## config.mk

```make
export PLATFORM = sky130hd
export DESIGN_NAME = alu_datapath
export DESIGN_NICKNAME = d
export VERILOG_FILES = /design/src/alu_pkg.sv /design/src/alu_datapath.sv /design/src/alu_result.sv /design/src/alu_execute.sv /design/src/alu_op_decode.sv /design/src/bcd_nibble.sv
export VERILOG_INCLUDE_DIRS = /design/src /design/src/src
export SDC_FILE = /design/constraint.sdc
export NUM_CORES = 1
export LEC_CHECK = 0
export BUFFER_PORTS_ARGS = -buffer_cell sky130_fd_sc_hd__clkbuf_2
export CAP_MARGIN = 15
export CORE_AREA = 5 5 93 95
export CTS_CLUSTER_SIZE = 24
export DETAILED_ROUTE_END_ITERATION = 10
export DIE_AREA = 0 0 98 100
export PLACE_DENSITY_LB_ADDON = 0.25
export SLEW_MARGIN = 0
export SYNTH_ARGS = -nofsm -noshare
export SYNTH_HDL_FRONTEND = slang
export SYNTH_SLANG_ARGS = --single-unit
```

## constraint.sdc

```tcl
create_clock -name phi2 -period 9.5 [get_ports phi2]
set_input_delay 1.425 -clock phi2 [delete_from_list [all_inputs] [get_ports phi2]]
set_output_delay 1.425 -clock phi2 [all_outputs]
set_load 0.02 [all_outputs]
```

## src/alu_defines.svh

```systemverilog
`ifndef ALU_DEFINES_SVH
`define ALU_DEFINES_SVH

// Datapath width in bits
`define ALU_WIDTH 8

// Operation codes
`define ALU_OP_ADC 3'd0   // Add with carry
`define ALU_OP_SBC 3'd1   // Subtract with borrow
`define ALU_OP_AND 3'd2
`define ALU_OP_ORA 3'd3
`define ALU_OP_EOR 3'd4
`define ALU_OP_LSR 3'd5   // Accumulator shift right
`define ALU_OP_LDA 3'd6   // Pass operand through OR path

`endif
```

## src/alu_pkg.sv

```systemverilog
`include "alu_defines.svh"

package alu_pkg;

	typedef logic [`ALU_WIDTH-1:0] byte_t;
	typedef logic [`ALU_WIDTH/2-1:0] nibble_t;   // One decimal digit lane
	typedef logic [2:0] alu_op_t;

	// Four-phase handshake sequence
	typedef enum logic [1:0] {
		HS_IDLE,
		HS_EXEC,
		HS_WRITE,
		HS_ACK
	} hs_state_t;

endpackage

```

## src/alu_datapath.sv

```systemverilog
module alu_datapath (
	input  logic             phi2,
	input  logic             rst,
	input  logic             req,
	input  alu_pkg::alu_op_t op,
	input  alu_pkg::byte_t   operand,
	input  logic             carry_in,
	input  logic             decimal,
	input  logic             write_acc,
	output logic             ack,
	output alu_pkg::byte_t   result,
	output logic             acr,
	output logic             avr,
	output alu_pkg::byte_t   acc
);
	import alu_pkg::*;

	// Decode to execute
	logic  add_a_zero;
	logic  b_invert;
	logic  ands;
	logic  ors;
	logic  eors;
	logic  srs;
	logic  sums;
	logic  carry_in_q;
	logic  daa;
	logic  dsa;
	byte_t operand_q;
	logic  write_q;
	logic  valid_q;

	// Execute to result
	byte_t nres_q;
	logic  cout3_q;
	logic  acr_bin_q;
	logic  dc7_q;
	logic  avr_q;
	logic  daa_q;
	logic  dsa_q;
	logic  write_r;
	logic  valid_r;

	alu_op_decode u_decode (
		.phi2(phi2), .rst(rst), .req(req), .op(op), .operand(operand),
		.carry_in(carry_in), .decimal(decimal), .write_acc(write_acc), .ack(ack),
		.add_a_zero(add_a_zero), .b_invert(b_invert),
		.ands(ands), .ors(ors), .eors(eors), .srs(srs), .sums(sums),
		.carry_in_q(carry_in_q), .daa(daa), .dsa(dsa), .operand_q(operand_q),
		.write_q(write_q), .valid_q(valid_q)
	);

	alu_execute u_execute (
		.phi2(phi2), .rst(rst), .acc(acc), .operand_q(operand_q),
		.add_a_zero(add_a_zero), .b_invert(b_invert),
		.ands(ands), .ors(ors), .eors(eors), .srs(srs), .sums(sums),
		.carry_in_q(carry_in_q), .daa(daa), .dsa(dsa),
		.write_q(write_q), .valid_q(valid_q),
		.nres_q(nres_q), .cout3_q(cout3_q), .acr_bin_q(acr_bin_q), .dc7_q(dc7_q),
		.avr_q(avr_q), .daa_q(daa_q), .dsa_q(dsa_q),
		.write_r(write_r), .valid_r(valid_r)
	);

	alu_result u_result (
		.phi2(phi2), .rst(rst), .nres_q(nres_q), .cout3_q(cout3_q),
		.acr_bin_q(acr_bin_q), .dc7_q(dc7_q), .avr_q(avr_q),
		.daa_q(daa_q), .dsa_q(dsa_q), .write_r(write_r), .valid_r(valid_r),
		.result(result), .acr(acr), .avr(avr), .acc(acc)
	);

endmodule

```

## src/alu_result.sv

```systemverilog
module alu_result (
	input  logic           phi2,
	input  logic           rst,
	input  alu_pkg::byte_t nres_q,
	input  logic           cout3_q,
	input  logic           acr_bin_q,
	input  logic           dc7_q,
	input  logic           avr_q,
	input  logic           daa_q,
	input  logic           dsa_q,
	input  logic           write_r,
	input  logic           valid_r,
	output alu_pkg::byte_t result,
	output logic           acr,
	output logic           avr,
	output alu_pkg::byte_t acc
);
	import alu_pkg::*;

	logic    acr_d;
	logic    daal;
	logic    dsal;
	logic    daah;
	logic    dsah;
	nibble_t adj_lo;
	nibble_t adj_hi;

	assign acr_d = acr_bin_q | dc7_q;

	// Add corrects on a digit carry, subtract on a digit borrow
	assign daal = daa_q & cout3_q;
	assign dsal = dsa_q & ~cout3_q;
	assign daah = daa_q & acr_d;
	assign dsah = dsa_q & ~acr_d;

	bcd_nibble bcd_lo (.daa(daal), .dsa(dsal), .raw(nres_q[3:0]), .adjusted(adj_lo));
	bcd_nibble bcd_hi (.daa(daah), .dsa(dsah), .raw(nres_q[7:4]), .adjusted(adj_hi));

	always_ff @(posedge phi2) begin
		if (rst) begin
			result <= '0;
			acr    <= 1'b0;
			avr    <= 1'b0;
			acc    <= '0;
		end else if (valid_r) begin
			result <= {adj_hi, adj_lo};
			acr    <= acr_d;
			avr    <= avr_q;   // Binary overflow even in decimal mode
			if (write_r) begin
				acc <= {adj_hi, adj_lo};
			end
		end
	end

endmodule

```

## src/alu_execute.sv

```systemverilog
`include "alu_defines.svh"

module alu_execute (
	input  logic           phi2,
	input  logic           rst,
	input  alu_pkg::byte_t acc,
	input  alu_pkg::byte_t operand_q,
	input  logic           add_a_zero,
	input  logic           b_invert,
	input  logic           ands,
	input  logic           ors,
	input  logic           eors,
	input  logic           srs,
	input  logic           sums,
	input  logic           carry_in_q,
	input  logic           daa,
	input  logic           dsa,
	input  logic           write_q,
	input  logic           valid_q,
	output alu_pkg::byte_t nres_q,
	output logic           cout3_q,
	output logic           acr_bin_q,
	output logic           dc7_q,
	output logic           avr_q,
	output logic           daa_q,
	output logic           dsa_q,
	output logic           write_r,
	output logic           valid_r
);
	import alu_pkg::*;

	byte_t               ai;
	byte_t               bi;
	byte_t               and_v;
	byte_t               or_v;
	byte_t               xor_v;
	byte_t               sum_v;
	byte_t               shr_v;
	byte_t               res_v;
	logic [`ALU_WIDTH:0] carry;   // carry[i] enters bit i
	logic                dc3;
	logic                dc7;
	logic                acr_bin;
	logic                avr;

	// Adder inputs
	assign ai = add_a_zero ? '0 : acc;
	assign bi = b_invert ? ~operand_q : operand_q;

	assign and_v = ai & bi;
	assign or_v  = ai | bi;
	assign xor_v = ai ^ bi;
	assign shr_v = {1'b0, acc[`ALU_WIDTH-1:1]};   // Zero fill from the top

	// Ripple chain; a low digit above 9 forces a carry into bit 4 in decimal add
	always_comb begin
		carry[0] = carry_in_q;
		dc3      = 1'b0;
		for (int i = 0; i < `ALU_WIDTH; i++) begin
			sum_v[i]   = xor_v[i] ^ carry[i];
			carry[i+1] = and_v[i] | (or_v[i] & carry[i]);
			if (i == 3) begin
				dc3        = daa & sum_v[3] & (sum_v[2] | sum_v[1]);
				carry[i+1] = carry[i+1] | dc3;
			end
		end
	end

	// High digit 10..15, no binary carry needed
	assign dc7 = daa & sum_v[7] & (sum_v[6] | sum_v[5]);

	// Same input signs, different sum sign
	assign avr = sums & (ai[7] == bi[7]) & (sum_v[7] != ai[7]);

	assign acr_bin = sums ? carry[`ALU_WIDTH] : (srs & acc[0]);

	always_comb begin
		if (srs) begin
			res_v = shr_v;
		end else if (ands) begin
			res_v = and_v;
		end else if (ors) begin
			res_v = or_v;
		end else if (eors) begin
			res_v = xor_v;
		end else if (sums) begin
			res_v = sum_v;
		end else begin
			res_v = '0;
		end
	end

	always_ff @(posedge phi2) begin
		if (valid_q) begin
			nres_q    <= res_v;
			cout3_q   <= carry[4];   // Low digit carry, decimal part included
			acr_bin_q <= acr_bin;
			dc7_q     <= dc7;
			avr_q     <= avr;
		end
	end

	always_ff @(posedge phi2) begin
		if (rst) begin
			daa_q   <= 1'b0;
			dsa_q   <= 1'b0;
			write_r <= 1'b0;
			valid_r <= 1'b0;
		end else begin
			valid_r <= valid_q;
			if (valid_q) begin
				daa_q   <= daa;
				dsa_q   <= dsa;
				write_r <= write_q;
			end
		end
	end

endmodule

```

## src/alu_op_decode.sv

```systemverilog
`include "alu_defines.svh"

module alu_op_decode (
	input  logic             phi2,
	input  logic             rst,
	input  logic             req,
	input  alu_pkg::alu_op_t op,
	input  alu_pkg::byte_t   operand,
	input  logic             carry_in,
	input  logic             decimal,
	input  logic             write_acc,
	output logic             ack,
	output logic             add_a_zero,
	output logic             b_invert,
	output logic             ands,
	output logic             ors,
	output logic             eors,
	output logic             srs,
	output logic             sums,
	output logic             carry_in_q,
	output logic             daa,
	output logic             dsa,
	output alu_pkg::byte_t   operand_q,
	output logic             write_q,
	output logic             valid_q
);
	import alu_pkg::*;

	hs_state_t state;
	hs_state_t state_nxt;
	logic      start;
	logic      is_adc;
	logic      is_sbc;

	assign start  = (state == HS_IDLE) && req;
	assign ack    = (state == HS_ACK);   // Held until req drops
	assign is_adc = (op == `ALU_OP_ADC);
	assign is_sbc = (op == `ALU_OP_SBC);

	// One state per pipeline stage, then wait for req low
	always_comb begin
		state_nxt = state;
		case (state)
			HS_IDLE:  if (req) state_nxt = HS_EXEC;
			HS_EXEC:  state_nxt = HS_WRITE;
			HS_WRITE: state_nxt = HS_ACK;
			HS_ACK:   if (!req) state_nxt = HS_IDLE;
			default:  state_nxt = HS_IDLE;
		endcase
	end

	always_ff @(posedge phi2) begin
		if (rst) begin
			state <= HS_IDLE;
		end else begin
			state <= state_nxt;
		end
	end

	always_ff @(posedge phi2) begin
		if (rst) begin
			add_a_zero <= 1'b0;
			b_invert   <= 1'b0;
			ands       <= 1'b0;
			ors        <= 1'b0;
			eors       <= 1'b0;
			srs        <= 1'b0;
			sums       <= 1'b0;
			carry_in_q <= 1'b0;
			daa        <= 1'b0;
			dsa        <= 1'b0;
			write_q    <= 1'b0;
			valid_q    <= 1'b0;
		end else begin
			valid_q <= start;   // Pulse only on the accepting edge
			if (start) begin
				sums       <= is_adc || is_sbc;
				b_invert   <= is_sbc;              // Subtract adds the complement
				ands       <= (op == `ALU_OP_AND);
				ors        <= (op == `ALU_OP_ORA) || (op == `ALU_OP_LDA);
				eors       <= (op == `ALU_OP_EOR);
				srs        <= (op == `ALU_OP_LSR);
				add_a_zero <= (op == `ALU_OP_LDA); // 0 | operand
				daa        <= decimal && is_adc;
				dsa        <= decimal && is_sbc;
				carry_in_q <= carry_in;
				write_q    <= write_acc;
			end
		end
	end

	always_ff @(posedge phi2) begin
		if (start) begin
			operand_q <= operand;
		end
	end

endmodule

```

## src/bcd_nibble.sv

```systemverilog
module bcd_nibble (
	input  logic             daa,
	input  logic             dsa,
	input  alu_pkg::nibble_t raw,
	output alu_pkg::nibble_t adjusted
);
	import alu_pkg::*;

	nibble_t corr;

	// Minus 6 is plus 10 modulo 16
	always_comb begin
		if (daa) begin
			corr = 4'd6;
		end else if (dsa) begin
			corr = 4'd10;
		end else begin
			corr = 4'd0;
		end
	end

	assign adjusted = raw + corr;   // Carry out of the digit dropped

endmodule

```

# --- Yosys cells after proc, flatten, opt, wreduce, memory -nomap -nowiden ---
# Index checks and enable logic that the tools add are counted.
op_classes:
  add_sub_neg: 2
  bitwise: 45
  n_mux: 15
  eq_ne: 13
  reduce_logical: 9
ops:
  columns: ["op", "count"]
  rows:
  - ["2-to-1 mux 8 bit", 6]
  - ["bitwise AND 1 bit", 19]
  - ["2-to-1 mux 4 bit", 4]
  - ["OR 1 bit", 12]
  - ["== test 3 bit, second input constant", 3]
  - ["adder 4 bit", 2]
  - ["bitwise AND 8 bit", 1]
  - ["inverter 8 bit", 1]
  - ["OR 8 bit", 1]
  - ["one-hot mux 2 bit (4 select lines)", 1]
  - ["bitwise XOR 1 bit", 8]
  - ["bitwise XOR 8 bit", 1]
  - ["2-to-1 mux 7 bit", 1]
  - ["== test 3 x 2 -> 1 bit, second input constant", 2]
  - ["== test 2 bit, second input constant", 2]
  - ["2-to-1 mux 2 bit", 2]
  - ["!= test 2 bit, second input constant", 2]
  - ["AND reduction 2 bit", 2]
  - ["== test 3 x 1 -> 1 bit, second input constant", 1]
  - ["logical AND 1 bit", 3]
  - ["zero test 3 bit", 1]
  - ["== test 2 x 1 -> 1 bit, second input constant", 1]
  - ["zero test 2 bit", 1]
  - ["logical OR 1 bit", 2]
  - ["other kinds (4)", 5]
word_totals:
  ff_bits: 56
  elab_cells: 112

# --- Logic depth before layout (Yosys ltp) ---
# Gate-level depths: netlist of run 1.
logic_depth:
  ltp_word: 25
  mapped_depth: 19

# --- By module ---
# A second synthesis of run 1 with hierarchy kept.
hier_totals:
  cells_unflattened: 311
  area_unflattened_um2: 3318.2
modules_own_cells:
  columns: ["module", "instances", "area_each_um2", "cells_per_inst", "seq_area_each_um2"]
  rows:
  - ["alu_execute", 1, 1425.1, 143, 440.4]
  - ["alu_op_decode", 1, 993.5, 80, 520.5]
  - ["alu_result", 1, 759.5, 74, 360.3]
  - ["bcd_nibble", 2, 70.1, 7, 0.0]

# --- Worst setup path before layout of run 1 ---
# Ideal clock, no wire load.
synth_path:
  path_type: "register to register"
  from: "register u_decode.b_invert"
  to: "register u_execute.nres_q[7], data pin"
  setup_slack_ns: 5.159
  stages_incl_launch_ff: 20
  setup_time_ns: 0.270
  period_less_slack_ns: 4.341
  arrival_ns: 4.071
  required_ns: 9.230
  cell_sequence: "dfxtp_1 > buf_6 > xor2_4 > ha_1 > nand2b_1 > fa_1 > inv_1 > fa_1 > inv_1 > fa_1 > a31o_2 > fa_1 > inv_1 > fa_1 > fa_1 > inv_1 > fa_1 > a221oi_1 > a211o_1 > a21oi_1"
synth_between:
  elab_chain_len: 23
  word_cells_on_any_way: 30
  cone_classes: "mux: 5; bitwise: 25"
synth_lines:
  columns: ["item", "line_no", "text"]
  rows:
  - ["start: declaration", "alu_op_decode.sv:14", "output logic b_invert,"]
  - ["start signal: assignment", "alu_op_decode.sv:78", "b_invert <= is_sbc;"]
  - ["2-to-1 mux 8 bit (*)", "alu_execute.sv:48", "assign bi = b_invert ? ~operand_q : operand_q;"]
  - ["OR 8 bit", "alu_execute.sv:51", "assign or_v = ai | bi;"]
  - ["bitwise AND 1 bit", "alu_execute.sv:61", "carry[i+1] = and_v[i] | (or_v[i] & carry[i]);"]
  - ["OR 1 bit", "alu_execute.sv:61", null]
  - ["bitwise AND 1 bit", "alu_execute.sv:61", null]
  - ["OR 1 bit", "alu_execute.sv:61", null]
  - ["bitwise AND 1 bit", "alu_execute.sv:61", null]
  - ["OR 1 bit", "alu_execute.sv:61", null]
  - ["(+4 left out)", null, null]
  - ["named net u_execute.carry[4]", "alu_execute.sv:40", "logic [`ALU_WIDTH:0] carry;"]
  - ["(+3 left out)", null, null]
  - ["OR 1 bit (*)", "alu_execute.sv:61", null]
  - ["bitwise AND 1 bit (*)", "alu_execute.sv:61", null]
  - ["OR 1 bit (*)", "alu_execute.sv:61", null]
  - ["bitwise XOR 1 bit (*)", "alu_execute.sv:60", "sum_v[i] = xor_v[i] ^ carry[i];"]
  - ["2-to-1 mux 8 bit (*)", "alu_execute.sv:86", "end else if (sums) begin"]
  - ["2-to-1 mux 8 bit (*)", "alu_execute.sv:84", "end else if (eors) begin"]
  - ["2-to-1 mux 8 bit (*)", "alu_execute.sv:82", "end else if (ors) begin"]
  - ["2-to-1 mux 8 bit (*)", "alu_execute.sv:80", "end else if (ands) begin"]
  - ["end signal: assignment", "alu_execute.sv:95", "nres_q <= res_v;"]
  - ["end: declaration", "alu_execute.sv:20", "output alu_pkg::byte_t nres_q,"]
# Mark *: on every way through the listed nets, which the timed path passes. The rest lies on a longest branch.
# A chain may end at the register's enable or synchronous reset.

# --- Worst setup path in the final report of run 1 ---
# Ends and elaborated chain as after synthesis.

==> flow_summary.rst, run 1 <==
.. list-table::
   :header-rows: 1

   * - Metric
     - Value
   * - Yosys top cell area share
     - 24.01%
   * - Power share of the combinational group
     - 23.9%
   * - Syn Area/Cell
     - 9.777 µm²
   * - Final-layout fill cell count
     - 752
   * - Standard-cell rows
     - 32
   * - FF+latch area
     - 1321 µm²
   * - Multi-input gate area
     - 1494 µm²
   * - TritonCTS buffer count
     - 5
   * - Portion of the post-synthesis area used by sequential elements
     - 44.02%
   * - Detail Placement HPWL
     - 4.322 mm
   * - R2r worst-path depth
     - 18
   * - Internal Pwr Total
     - 427.9 µW
   * - Critical hold path startpoint
     - u_decode.dsa
   * - Worst Setup Path Type
     - reg -> reg
   * - Reg-to-reg endpoint
     - u_execute.nres_q[7]
   * - RSZ-0062 raised after global routing
     - no
   * - Worst voltage drop across the vdd grid
     - 0.0001247 V
   * - Arrival time at the worst endpoint
     - 4.79 ns
   * - Post-synthesis net count
     - 354
   * - Number of input and output port buffers inserted
     - 35
   * - Relative contribution of the clock network to total power
     - 25.2%
   * - Synth top area cells
     - sky130_fd_sc_hd__dfxtp_1 (24%), sky130_fd_sc_hd__edfxtp_1 (20%), sky130_fd_sc_hd__ha_1 (8.8%)
   * - Final period utilization
     - 50.03%
   * - Wire length of the first global-routing pass
     - 9.908 mm
   * - Most common cell after layout, fill and taps aside
     - sky130_fd_sc_hd__dfxtp_1
   * - Total routing resource utilization after global routing
     - 12.30%
   * - Total Negative Setup Slacks
     - 0 ns
   * - Effective utilization at floorplan
     - 39.25%
   * - Category of the worst setup path capture point
     - flop
   * - Vias in the first global route
     - 1993
   * - Count of unique library cells instantiated by Yosys
     - 35
   * - Total clock sinks
     - 56
   * - Clk_lat worst skew
     - 0.31 ns
   * - Total Wirelength
     - 5.688 mm
   * - Post-placement worst setup slack
     - 4.751 ns
   * - Worst clock skew
     - 0.01245 ns
   * - Overflow left after global routing
     - 0
   * - Crit start category
     - flop
   * - Worst hold slack across all endpoints
     - 0.4707 ns
   * - Number of inserted diodes
     - 0
   * - Switching portion of total power
     - 31.55%
   * - Final worst setup slack
     - 4.747 ns
   * - Netlist Area Pre-Place
     - 3002 µm²
   * - Initial detailed-routing violation count
     - 89
   * - Hold-critical path endpoint
     - u_decode.dsa
   * - Placed cells
     - 428
   * - Final setup violation count
     - 0
   * - Routed wire per std cell
     - 13.05 µm
   * - Clock H-tree levels
     - 2
   * - Clock tree from TritonCTS
     - built
   * - Headroom to the max-slew limit
     - 51.96%
   * - Height of the die
     - 100 µm
   * - RD Place Congestion
     - 0.7927
   * - Layout Nets
     - 380
   * - Worst hold path cell count
     - 2
   * - Relative area change from synthesis to final layout
     - 11.34%
   * - Number of hold violations in the final report
     - 0
   * - Final std cells w/o fill
     - 436
   * - Instance count of the mapped netlist
     - 307
   * - Area of the core
     - 7647 µm²
   * - First-pass iteration count of the detailed router
     - 4
   * - Buffer cell driving the clock tree root
     - sky130_fd_sc_hd__clkbuf_8
   * - Clock slew seen by the registers of the worst setup and hold paths
     - 0.10 ns
   * - Maxcap violations
     - 0
   * - Routed via count divided by cell count
     - 4.819
   * - Number of remaining DRC errors
     - 0
   * - Time the final worst path needs with I/O delays and setup
     - 4.753 ns
   * - Register-to-register setup slack
     - 4.75 ns
   * - Seq cells post-synth
     - 56
   * - Post-CTS setup repair buffer count
     - 0
   * - Post-Layout Inst Area
     - 3342 µm²
   * - Maximum number of pins on one net before global-route repair
     - 37
   * - I/O pins
     - 36
   * - Slew of the pin with the lowest slew margin
     - 0.7206 ns
   * - Cell Pwr Density
     - 187.1 nW/µm²
   * - Bufs on Longest Clock Path
     - 2
   * - Critical Path Fanout Max
     - 9
   * - Start of the worst register-to-register path
     - u_decode.b_invert
   * - # resized after CTS
     - 0
   * - Status
     - completed
   * - Highest-count cells in the layout ignoring fill and taps
     - sky130_fd_sc_hd__dfxtp_1 (36), sky130_fd_sc_hd__clkbuf_2 (35), sky130_fd_sc_hd__nor2_1 (34)
   * - Total placed instance area
     - 3227 µm²
   * - Number of pins with negative max-slew slack in the final report
     - 0
   * - Total net switching power
     - 197.3 µW
   * - # hold bufs at CTS
     - 0
   * - Worst hold path type
     - reg -> reg
   * - Layout cells sized above 1
     - 14.07%
   * - Highest clock frequency the design can meet
     - 0.2104 GHz
   * - Yosys top cell by area
     - sky130_fd_sc_hd__dfxtp_1
   * - Area of the die
     - 9800 µm²
   * - Part of the power in registers
     - 50.9%
   * - Die X-Extent
     - 98 µm
   * - DRT antenna net count
     - 0
   * - Number of antenna violations at the first check in global routing
     - 0
   * - Count of vias placed by the detailed router
     - 2101
   * - Pleak
     - 1.401 nW
   * - Synthesis Warnings
     - 0
   * - Worst endpoint required time
     - 9.54 ns
-- Yosys cell counts --
cell                       number
sky130_fd_sc_hd__dfxtp_1       36
sky130_fd_sc_hd__nor2_1        34
sky130_fd_sc_hd__a21oi_1       30
sky130_fd_sc_hd__inv_1         29
sky130_fd_sc_hd__nand2_1       24
sky130_fd_sc_hd__ha_1          21
sky130_fd_sc_hd__edfxtp_1      20
sky130_fd_sc_hd__nand2b_1      13
sky130_fd_sc_hd__a211oi_1      10
sky130_fd_sc_hd__xor2_1        10
sky130_fd_sc_hd__fa_1           9
sky130_fd_sc_hd__mux2i_1        9
sky130_fd_sc_hd__buf_2          8
sky130_fd_sc_hd__a221oi_1       7
sky130_fd_sc_hd__o21ai_0        7
sky130_fd_sc_hd__nor2b_1        6
sky130_fd_sc_hd__clkbuf_1       5
sky130_fd_sc_hd__a211o_1        4
sky130_fd_sc_hd__a22oi_1        3
sky130_fd_sc_hd__nor3_1         3
sky130_fd_sc_hd__xnor2_1        3
sky130_fd_sc_hd__and2b_1        2
sky130_fd_sc_hd__buf_1          2
sky130_fd_sc_hd__a21oi_2        1
sky130_fd_sc_hd__a221o_1        1
sky130_fd_sc_hd__a31o_2         1
sky130_fd_sc_hd__a31oi_1        1
sky130_fd_sc_hd__a32oi_1        1
sky130_fd_sc_hd__and2_1         1
sky130_fd_sc_hd__buf_6          1
sky130_fd_sc_hd__nand3_1        1
sky130_fd_sc_hd__nand4_1        1
sky130_fd_sc_hd__nor2_2         1
sky130_fd_sc_hd__nor3b_1        1
sky130_fd_sc_hd__xor2_4         1
-- state kept, by name, indices dropped and copies added (netlist names), 2 cells and up --
signal,cells
u_decode.operand_q,8
u_execute.nres_q,8
u_result.acc,8
u_result.result,8
u_decode.state,2
-- logic make-up after synthesis --
logic type | synth area share, %
AO/OA/AOI/OAI | 14.05
XOR/XNOR | 4.710
adder cells (fa/ha/maj) | 14.76
buffers and inverters | 6.211
flip-flops | 44.02
multiplexers | 3.001
AND/OR/NAND/NOR | 13.26
-- power by group through the flow --
stage / Combinational, mW / Sequential [mW] / Clock (mW)
after detailed placement: 0.151 / 0.325 / 0
after floorplan: 0.122 / 0.314 / 0
after global placement: 0.148 / 0.324 / 0
final: 0.149 / 0.318 / 0.158
after CTS: 0.151 / 0.319 / 0.164
after global routing: 0.171 / 0.325 / 0.176
-- critical path, stage by stage, from the launching register on --
cell and delay, ns:
sky130_fd_sc_hd__dfxtp_1 0.67, sky130_fd_sc_hd__xor2_4 0.14, sky130_fd_sc_hd__ha_1 0.21, sky130_fd_sc_hd__nand2b_1 0.16
sky130_fd_sc_hd__fa_1 0.37, sky130_fd_sc_hd__inv_1 0.07, sky130_fd_sc_hd__fa_1 0.16, sky130_fd_sc_hd__inv_1 0.05
sky130_fd_sc_hd__fa_1 0.50, sky130_fd_sc_hd__a31o_2 0.18, sky130_fd_sc_hd__fa_1 0.16, sky130_fd_sc_hd__inv_1 0.05
sky130_fd_sc_hd__fa_1 0.38, sky130_fd_sc_hd__fa_1 0.37, sky130_fd_sc_hd__inv_1 0.07, sky130_fd_sc_hd__fa_1 0.45
sky130_fd_sc_hd__a221oi_1 0.29, sky130_fd_sc_hd__a211o_1 0.14, sky130_fd_sc_hd__a21oi_1 0.06
-- cell type report --
| class | count | share of cell area, % |
|---|---|---|
| clock buffer | 5 | 2.059 |
| multi-input combinational | 206 | 44.70 |
| inverter | 29 | 3.257 |
| sequential | 56 | 39.54 |
| clock inverter | 3 | 1.385 |
| timing repair buffer | 35 | 5.241 |
| tap | 102 | 3.819 |
-- worst max-delay path by stage --
stage / start / endpoint / slack (ns) / cells after the start
floorplan: u_decode.b_invert / u_execute.nres_q[7] / 5.16 / 19
global placement: u_decode.b_invert / u_execute.nres_q[7] / 4.83 / 18
detailed placement: u_decode.b_invert / u_execute.nres_q[7] / 4.75 / 18
CTS: u_decode.b_invert / u_execute.nres_q[7] / 4.74 / 18
global route: u_decode.b_invert / u_execute.nres_q[7] / 4.53 / 18
finish: u_decode.b_invert / u_execute.nres_q[7] / 4.75 / 18
-- routing by layer --
| layer | vias up | track usage (%) | wire [µm] |
|---|---|---|---|
| met2 | 53 | 18.74 | 2483 |
| met1 | 951 | 17.89 | 2774 |
| met4 | 0 | 2.556 | 25 |
| met5 | - | 0 | 0 |
| met3 | 2 | 2.849 | 404 |
| li1 | 1095 | - | - |
-- per-stage QoR --
stage                     power (mW)  utilization, %
after global placement        0.4712           42.20
final                         0.6252           43.70
after detailed placement      0.4754           42.20
after CTS                     0.6344           43.70
after global routing          0.6715           43.70
after floorplan               0.4366               -
Power figures use the tool's default switching activity.
==> run 2, diff against run 1 <==
- ABC_AREA: unset -> 1
- CORE_AREA: 5 5 93 95 -> 5 5 94 96
- DIE_AREA: 0 0 98 100 -> 0 0 99 101
- clock period: 9.5 -> 4 ns (I/O delays scaled with it)
==> flow_summary.rst, run 2 <==
.. list-table::
   :header-rows: 1

   * - Metric
     - Value
   * - Total Wirelength
     - 7.101 mm (+25%)
   * - Height of the die
     - 101 µm (+1.0%)
   * - Effective utilization at floorplan
     - 38.83% (-0.42 points)
   * - Time the final worst path needs with I/O delays and setup
     - 4.091 ns (-0.6615 ns)
   * - Hold-critical path endpoint
     - u_decode.operand_q[0]
   * - Number of enable flip-flop cells after synthesis
     - 20 (unchanged)
   * - Seq cells post-synth
     - 56 (unchanged)
   * - Critical hold path startpoint
     - operand[0]
   * - Vias in the first global route
     - 2352 (+18%)
   * - Worst Setup Path Type
     - reg -> reg
   * - Critical Path Fanout Max
     - 2 (-7)
   * - Yosys top cell area share
     - 23.29% (-0.72 points)
   * - Number of inserted diodes
     - 0 (unchanged)
   * - Highest-count cells in the layout ignoring fill and taps
     - sky130_fd_sc_hd__nand2_1 (82), sky130_fd_sc_hd__nor2_1 (54), sky130_fd_sc_hd__inv_1 (41)
   * - Start of the worst register-to-register path
     - u_decode.operand_q[0]
   * - Worst voltage drop across the vdd grid
     - 0.0002393 V (+92%)
   * - Worst endpoint required time
     - 4.19 ns (-5.35 ns)
   * - I/O pins
     - 36 (unchanged)
   * - Final std cells w/o fill
     - 556 (+28%)
   * - Top cell by count, worst path
     - sky130_fd_sc_hd__buf_4
   * - Top cells by instance count after synthesis
     - sky130_fd_sc_hd__nand2_1 (86), sky130_fd_sc_hd__nor2_1 (54), sky130_fd_sc_hd__inv_1 (48), sky130_fd_sc_hd__dfxtp_1 (36), sky130_fd_sc_hd__o21ai_0 (33)
   * - Worst hold path cell count
     - 1 (-1)
   * - Area of the die
     - 9999 µm² (+2.0%)
   * - Routed via count divided by cell count
     - 4.597 (-4.6%)
   * - Status
     - complete, but fails checks
   * - Yosys top cell by area
     - sky130_fd_sc_hd__dfxtp_1
   * - Routed wire per std cell
     - 12.77 µm (-2.1%)
   * - Most common cell after layout, fill and taps aside
     - sky130_fd_sc_hd__nand2_1
   * - Count of unique library cells instantiated by Yosys
     - 27 (-23%)
   * - Layout cells sized above 1
     - 25.94% (+12 points)
   * - RD Place Congestion
     - 0.8333 (+5.1%)
   * - Post-placement worst setup slack
     - -0.1747 ns (-4.926 ns)
   * - Initial detailed-routing violation count
     - 165 (+85%)
   * - Area of the core
     - 7969 µm² (+4.2%)
   * - Bufs on Longest Clock Path
     - 2 (unchanged)
   * - Post-synthesis net count
     - 428 (+21%)
   * - Final period utilization
     - 102.3% (+52 points)
   * - Reg-to-reg endpoint
     - u_execute.nres_q[0]
   * - Clock tree from TritonCTS
     - built
   * - Prevailing post-synth register cell
     - sky130_fd_sc_hd__dfxtp_1
   * - Worst hold path type
     - in -> reg
   * - Maxcap violations
     - 0 (unchanged)
   * - Number of pins with negative max-slew slack in the final report
     - 0 (unchanged)
   * - Slowest cell on crit path
     - sky130_fd_sc_hd__edfxtp_1
   * - Crit start category
     - flop
   * - Total clock sinks
     - 56 (unchanged)
   * - R2r worst-path depth
     - 32 (+14)
   * - Slew of the pin with the lowest slew margin
     - 0.5908 ns (-0.1298 ns)
   * - Register-to-register setup slack
     - -0.09 ns (-4.84 ns)
   * - Total design power
     - 1.604 mW (+160%)
   * - Number of hold violations in the final report
     - 0 (unchanged)
   * - Die X-Extent
     - 99 µm (+1.0%)
   * - Failing checks
     - setup timing
   * - Placed cells
     - 524 (+22%)
   * - Wire length of the first global-routing pass
     - 11.71 mm (+18%)
   * - Layout Nets
     - 497 (+31%)
   * - Overflow left after global routing
     - 0 (unchanged)
   * - Buffer cell driving the clock tree root
     - sky130_fd_sc_hd__clkbuf_8
   * - Total routing resource utilization after global routing
     - 14.70% (+2.4 points)
   * - First-pass iteration count of the detailed router
     - 4 (unchanged)
   * - Number of antenna violations at the first check in global routing
     - 0 (unchanged)
   * - Dominant cell by count in the synthesized netlist
     - sky130_fd_sc_hd__nand2_1
   * - Count of vias placed by the detailed router
     - 2556 (+22%)
   * - Clk_lat worst skew
     - 0.32 ns (about the same)
   * - Arrival time at the worst endpoint
     - 4.28 ns (-0.51 ns)
   * - Synth top area cells
     - sky130_fd_sc_hd__dfxtp_1 (23%), sky130_fd_sc_hd__edfxtp_1 (19%), sky130_fd_sc_hd__nand2_1 (10%)
   * - Syn Area/Cell
     - 8.121 µm² (-17%)
   * - Instance count of the mapped netlist
     - 381 (+24%)
   * - Relative area change from synthesis to final layout
     - 22.77%
   * - Slowest cell delay on critical path
     - 0.44 ns (-0.23 ns)
   * - Cell Pwr Density
     - 422.2 nW/µm² (+130%)
   * - Headroom to the max-slew limit
     - 60.56% (+8.6 points)
   * - Netlist Area Pre-Place
     - 3094 µm² (+3.1%)
   * - Total Negative Setup Slacks
     - -0.2461 ns (-0.2461 ns)
   * - Detail Placement HPWL
     - 5.295 mm (+23%)
   * - TritonCTS buffer count
     - 5 (unchanged)
   * - Portion of the post-synthesis area used by sequential elements
     - 42.70% (-1.3 points)
   * - Share of synthesized registers carrying an async set or reset
     - 0% (unchanged)
   * - RSZ-0062 raised after global routing
     - yes
   * - Clock slew seen by the registers of the worst setup and hold paths
     - 0.11 ns (about the same)
   * - Highest clock frequency the design can meet
     - 0.2444 GHz (+16%)
   * - Category of the worst setup path capture point
     - flop
   * - Clock H-tree levels
     - 2 (unchanged)
   * - Worst hold slack across all endpoints
     - 0.4496 ns (-0.02107 ns)
   * - Maximum number of pins on one net before global-route repair
     - 23 (-38%)
   * - Final setup violation count
     - 3 (+3)
   * - Worst clock skew
     - 0.01004 ns (-0.002410 ns)
   * - Final-layout fill cell count
     - 787 (+4.7%)
   * - Number of input and output port buffers inserted
     - 35 (unchanged)
   * - DRT antenna net count
     - 0 (unchanged)
   * - Final worst setup slack
     - -0.09144 ns (-4.838 ns)
   * - Synthesis Warnings
     - 0 (unchanged)
   * - Number of remaining DRC errors
     - 0 (unchanged)
   * - Pleak
     - 1.780 nW (+27%)
   * - Standard-cell rows
     - 33 (+3.1%)
==> run 2: cell count changes in the layout (fill, tap and decap cells not counted), moves of 10 or more <==
cell	delta
sky130_fd_sc_hd__buf_4	+38
sky130_fd_sc_hd__o21ai_0	+24
sky130_fd_sc_hd__a211oi_1	-10
sky130_fd_sc_hd__inv_1	+12
sky130_fd_sc_hd__nand2_1	+58
sky130_fd_sc_hd__inv_2	+10
sky130_fd_sc_hd__nor2_1	+20
sky130_fd_sc_hd__nand2b_1	-13
==> run 2: worst max-delay path by stage <==
| stage | from | endpoint | slack (ns) | depth (start not counted) |
|---|---|---|---|---|
| floorplan | u_decode.b_invert | u_execute.nres_q[7] | 0.004 | 23 |
| global placement | u_decode.operand_q[0] | u_execute.nres_q[7] | -0.04 | 21 |
| detailed placement | u_decode.operand_q[0] | u_execute.nres_q[7] | -0.17 | 21 |
| CTS | u_decode.operand_q[0] | u_execute.nres_q[7] | -0.07 | 21 |
| global route | u_decode.operand_q[0] | u_execute.nres_q[7] | -0.24 | 21 |
| finish | u_decode.operand_q[0] | u_execute.nres_q[0] | -0.09 | 32 |
==> run 2: where the power goes <==
| group | internal [mW] | total (mW) | switching (mW) |
|---|---|---|---|
| clock network | 0.190 | 0.385 | 0.195 |
| registers | 0.687 | 0.754 | 0.0675 |
| logic | 0.183 | 0.465 | 0.282 |
==> run 2: routing by layer <==
metal | part of all wire, % | routed length [µm] | global-route usage, % | vias to the layer above
met5 | 0 | 0 | 0 | -
met4 | 1.2 | 82 | 3.571 | 0
met3 | 3.7 | 264 | 2.491 | 6
met2 | 48 | 3430 | 24.74 | 45
met1 | 47 | 3323 | 19.72 | 1164
li1 | - | - | - | 1341
==> run 2: metrics by stage <==
stage,utilization (%),area (µm²)
after floorplan,-,3099
after global placement,43.10,3435
after detailed placement,43.10,3435
after CTS,47.06,3750
after global routing,47.67,3799
final,47.67,3799
==> run 2: timing repair <==
item | 4_1_cts | 5_1_grt
pin swaps | 2 | 6
buffers inserted | 25 | 0
gates resized for setup | 12 | 14
setup endpoints to repair | 3 | 5
hold buffers | 0 | 0
==> run 2: logic make-up (layout without fill, tap and decap cells) <==
group                      after synthesis  count (layout)  synth area share (%)
xor gates and xnor gates                10              10                 2.831
DFF                                     56              56                 42.70
adders and majority gates               30              30                 14.31
buffers and inverters                   63             133                 8.896
and+or+nand+nor                        157             157                 20.18
AOI/OAI and AO/OA                       65              65                 11.08
==> run 2: critical path: cells and delay by family, from the launching register on <==
| kind | cells | cell delay [ns] |
|---|---|---|
| flops | 1 | 0.44 |
| simple gates | 4 | 0.27 |
| compound gates | 1 | 0.11 |
| buf+inv | 26 | 3.00 |
| fa+ha+maj | 1 | 0.13 |
==> run 2: cell type report <==
cell class / instances / area, µm² / share of cell area [%]
Tap cell: 105 / 131.4 / 3.459
Clock inverter: 3 / 46.29 / 1.219
Sequential cell: 56 / 1324 / 34.85
Clock buffer: 5 / 68.82 / 1.812
Timing Repair Buffer: 74 / 471.7 / 12.42
Multi-Input combinational cell: 262 / 1565 / 41.21
Inverter: 51 / 191.4 / 5.040
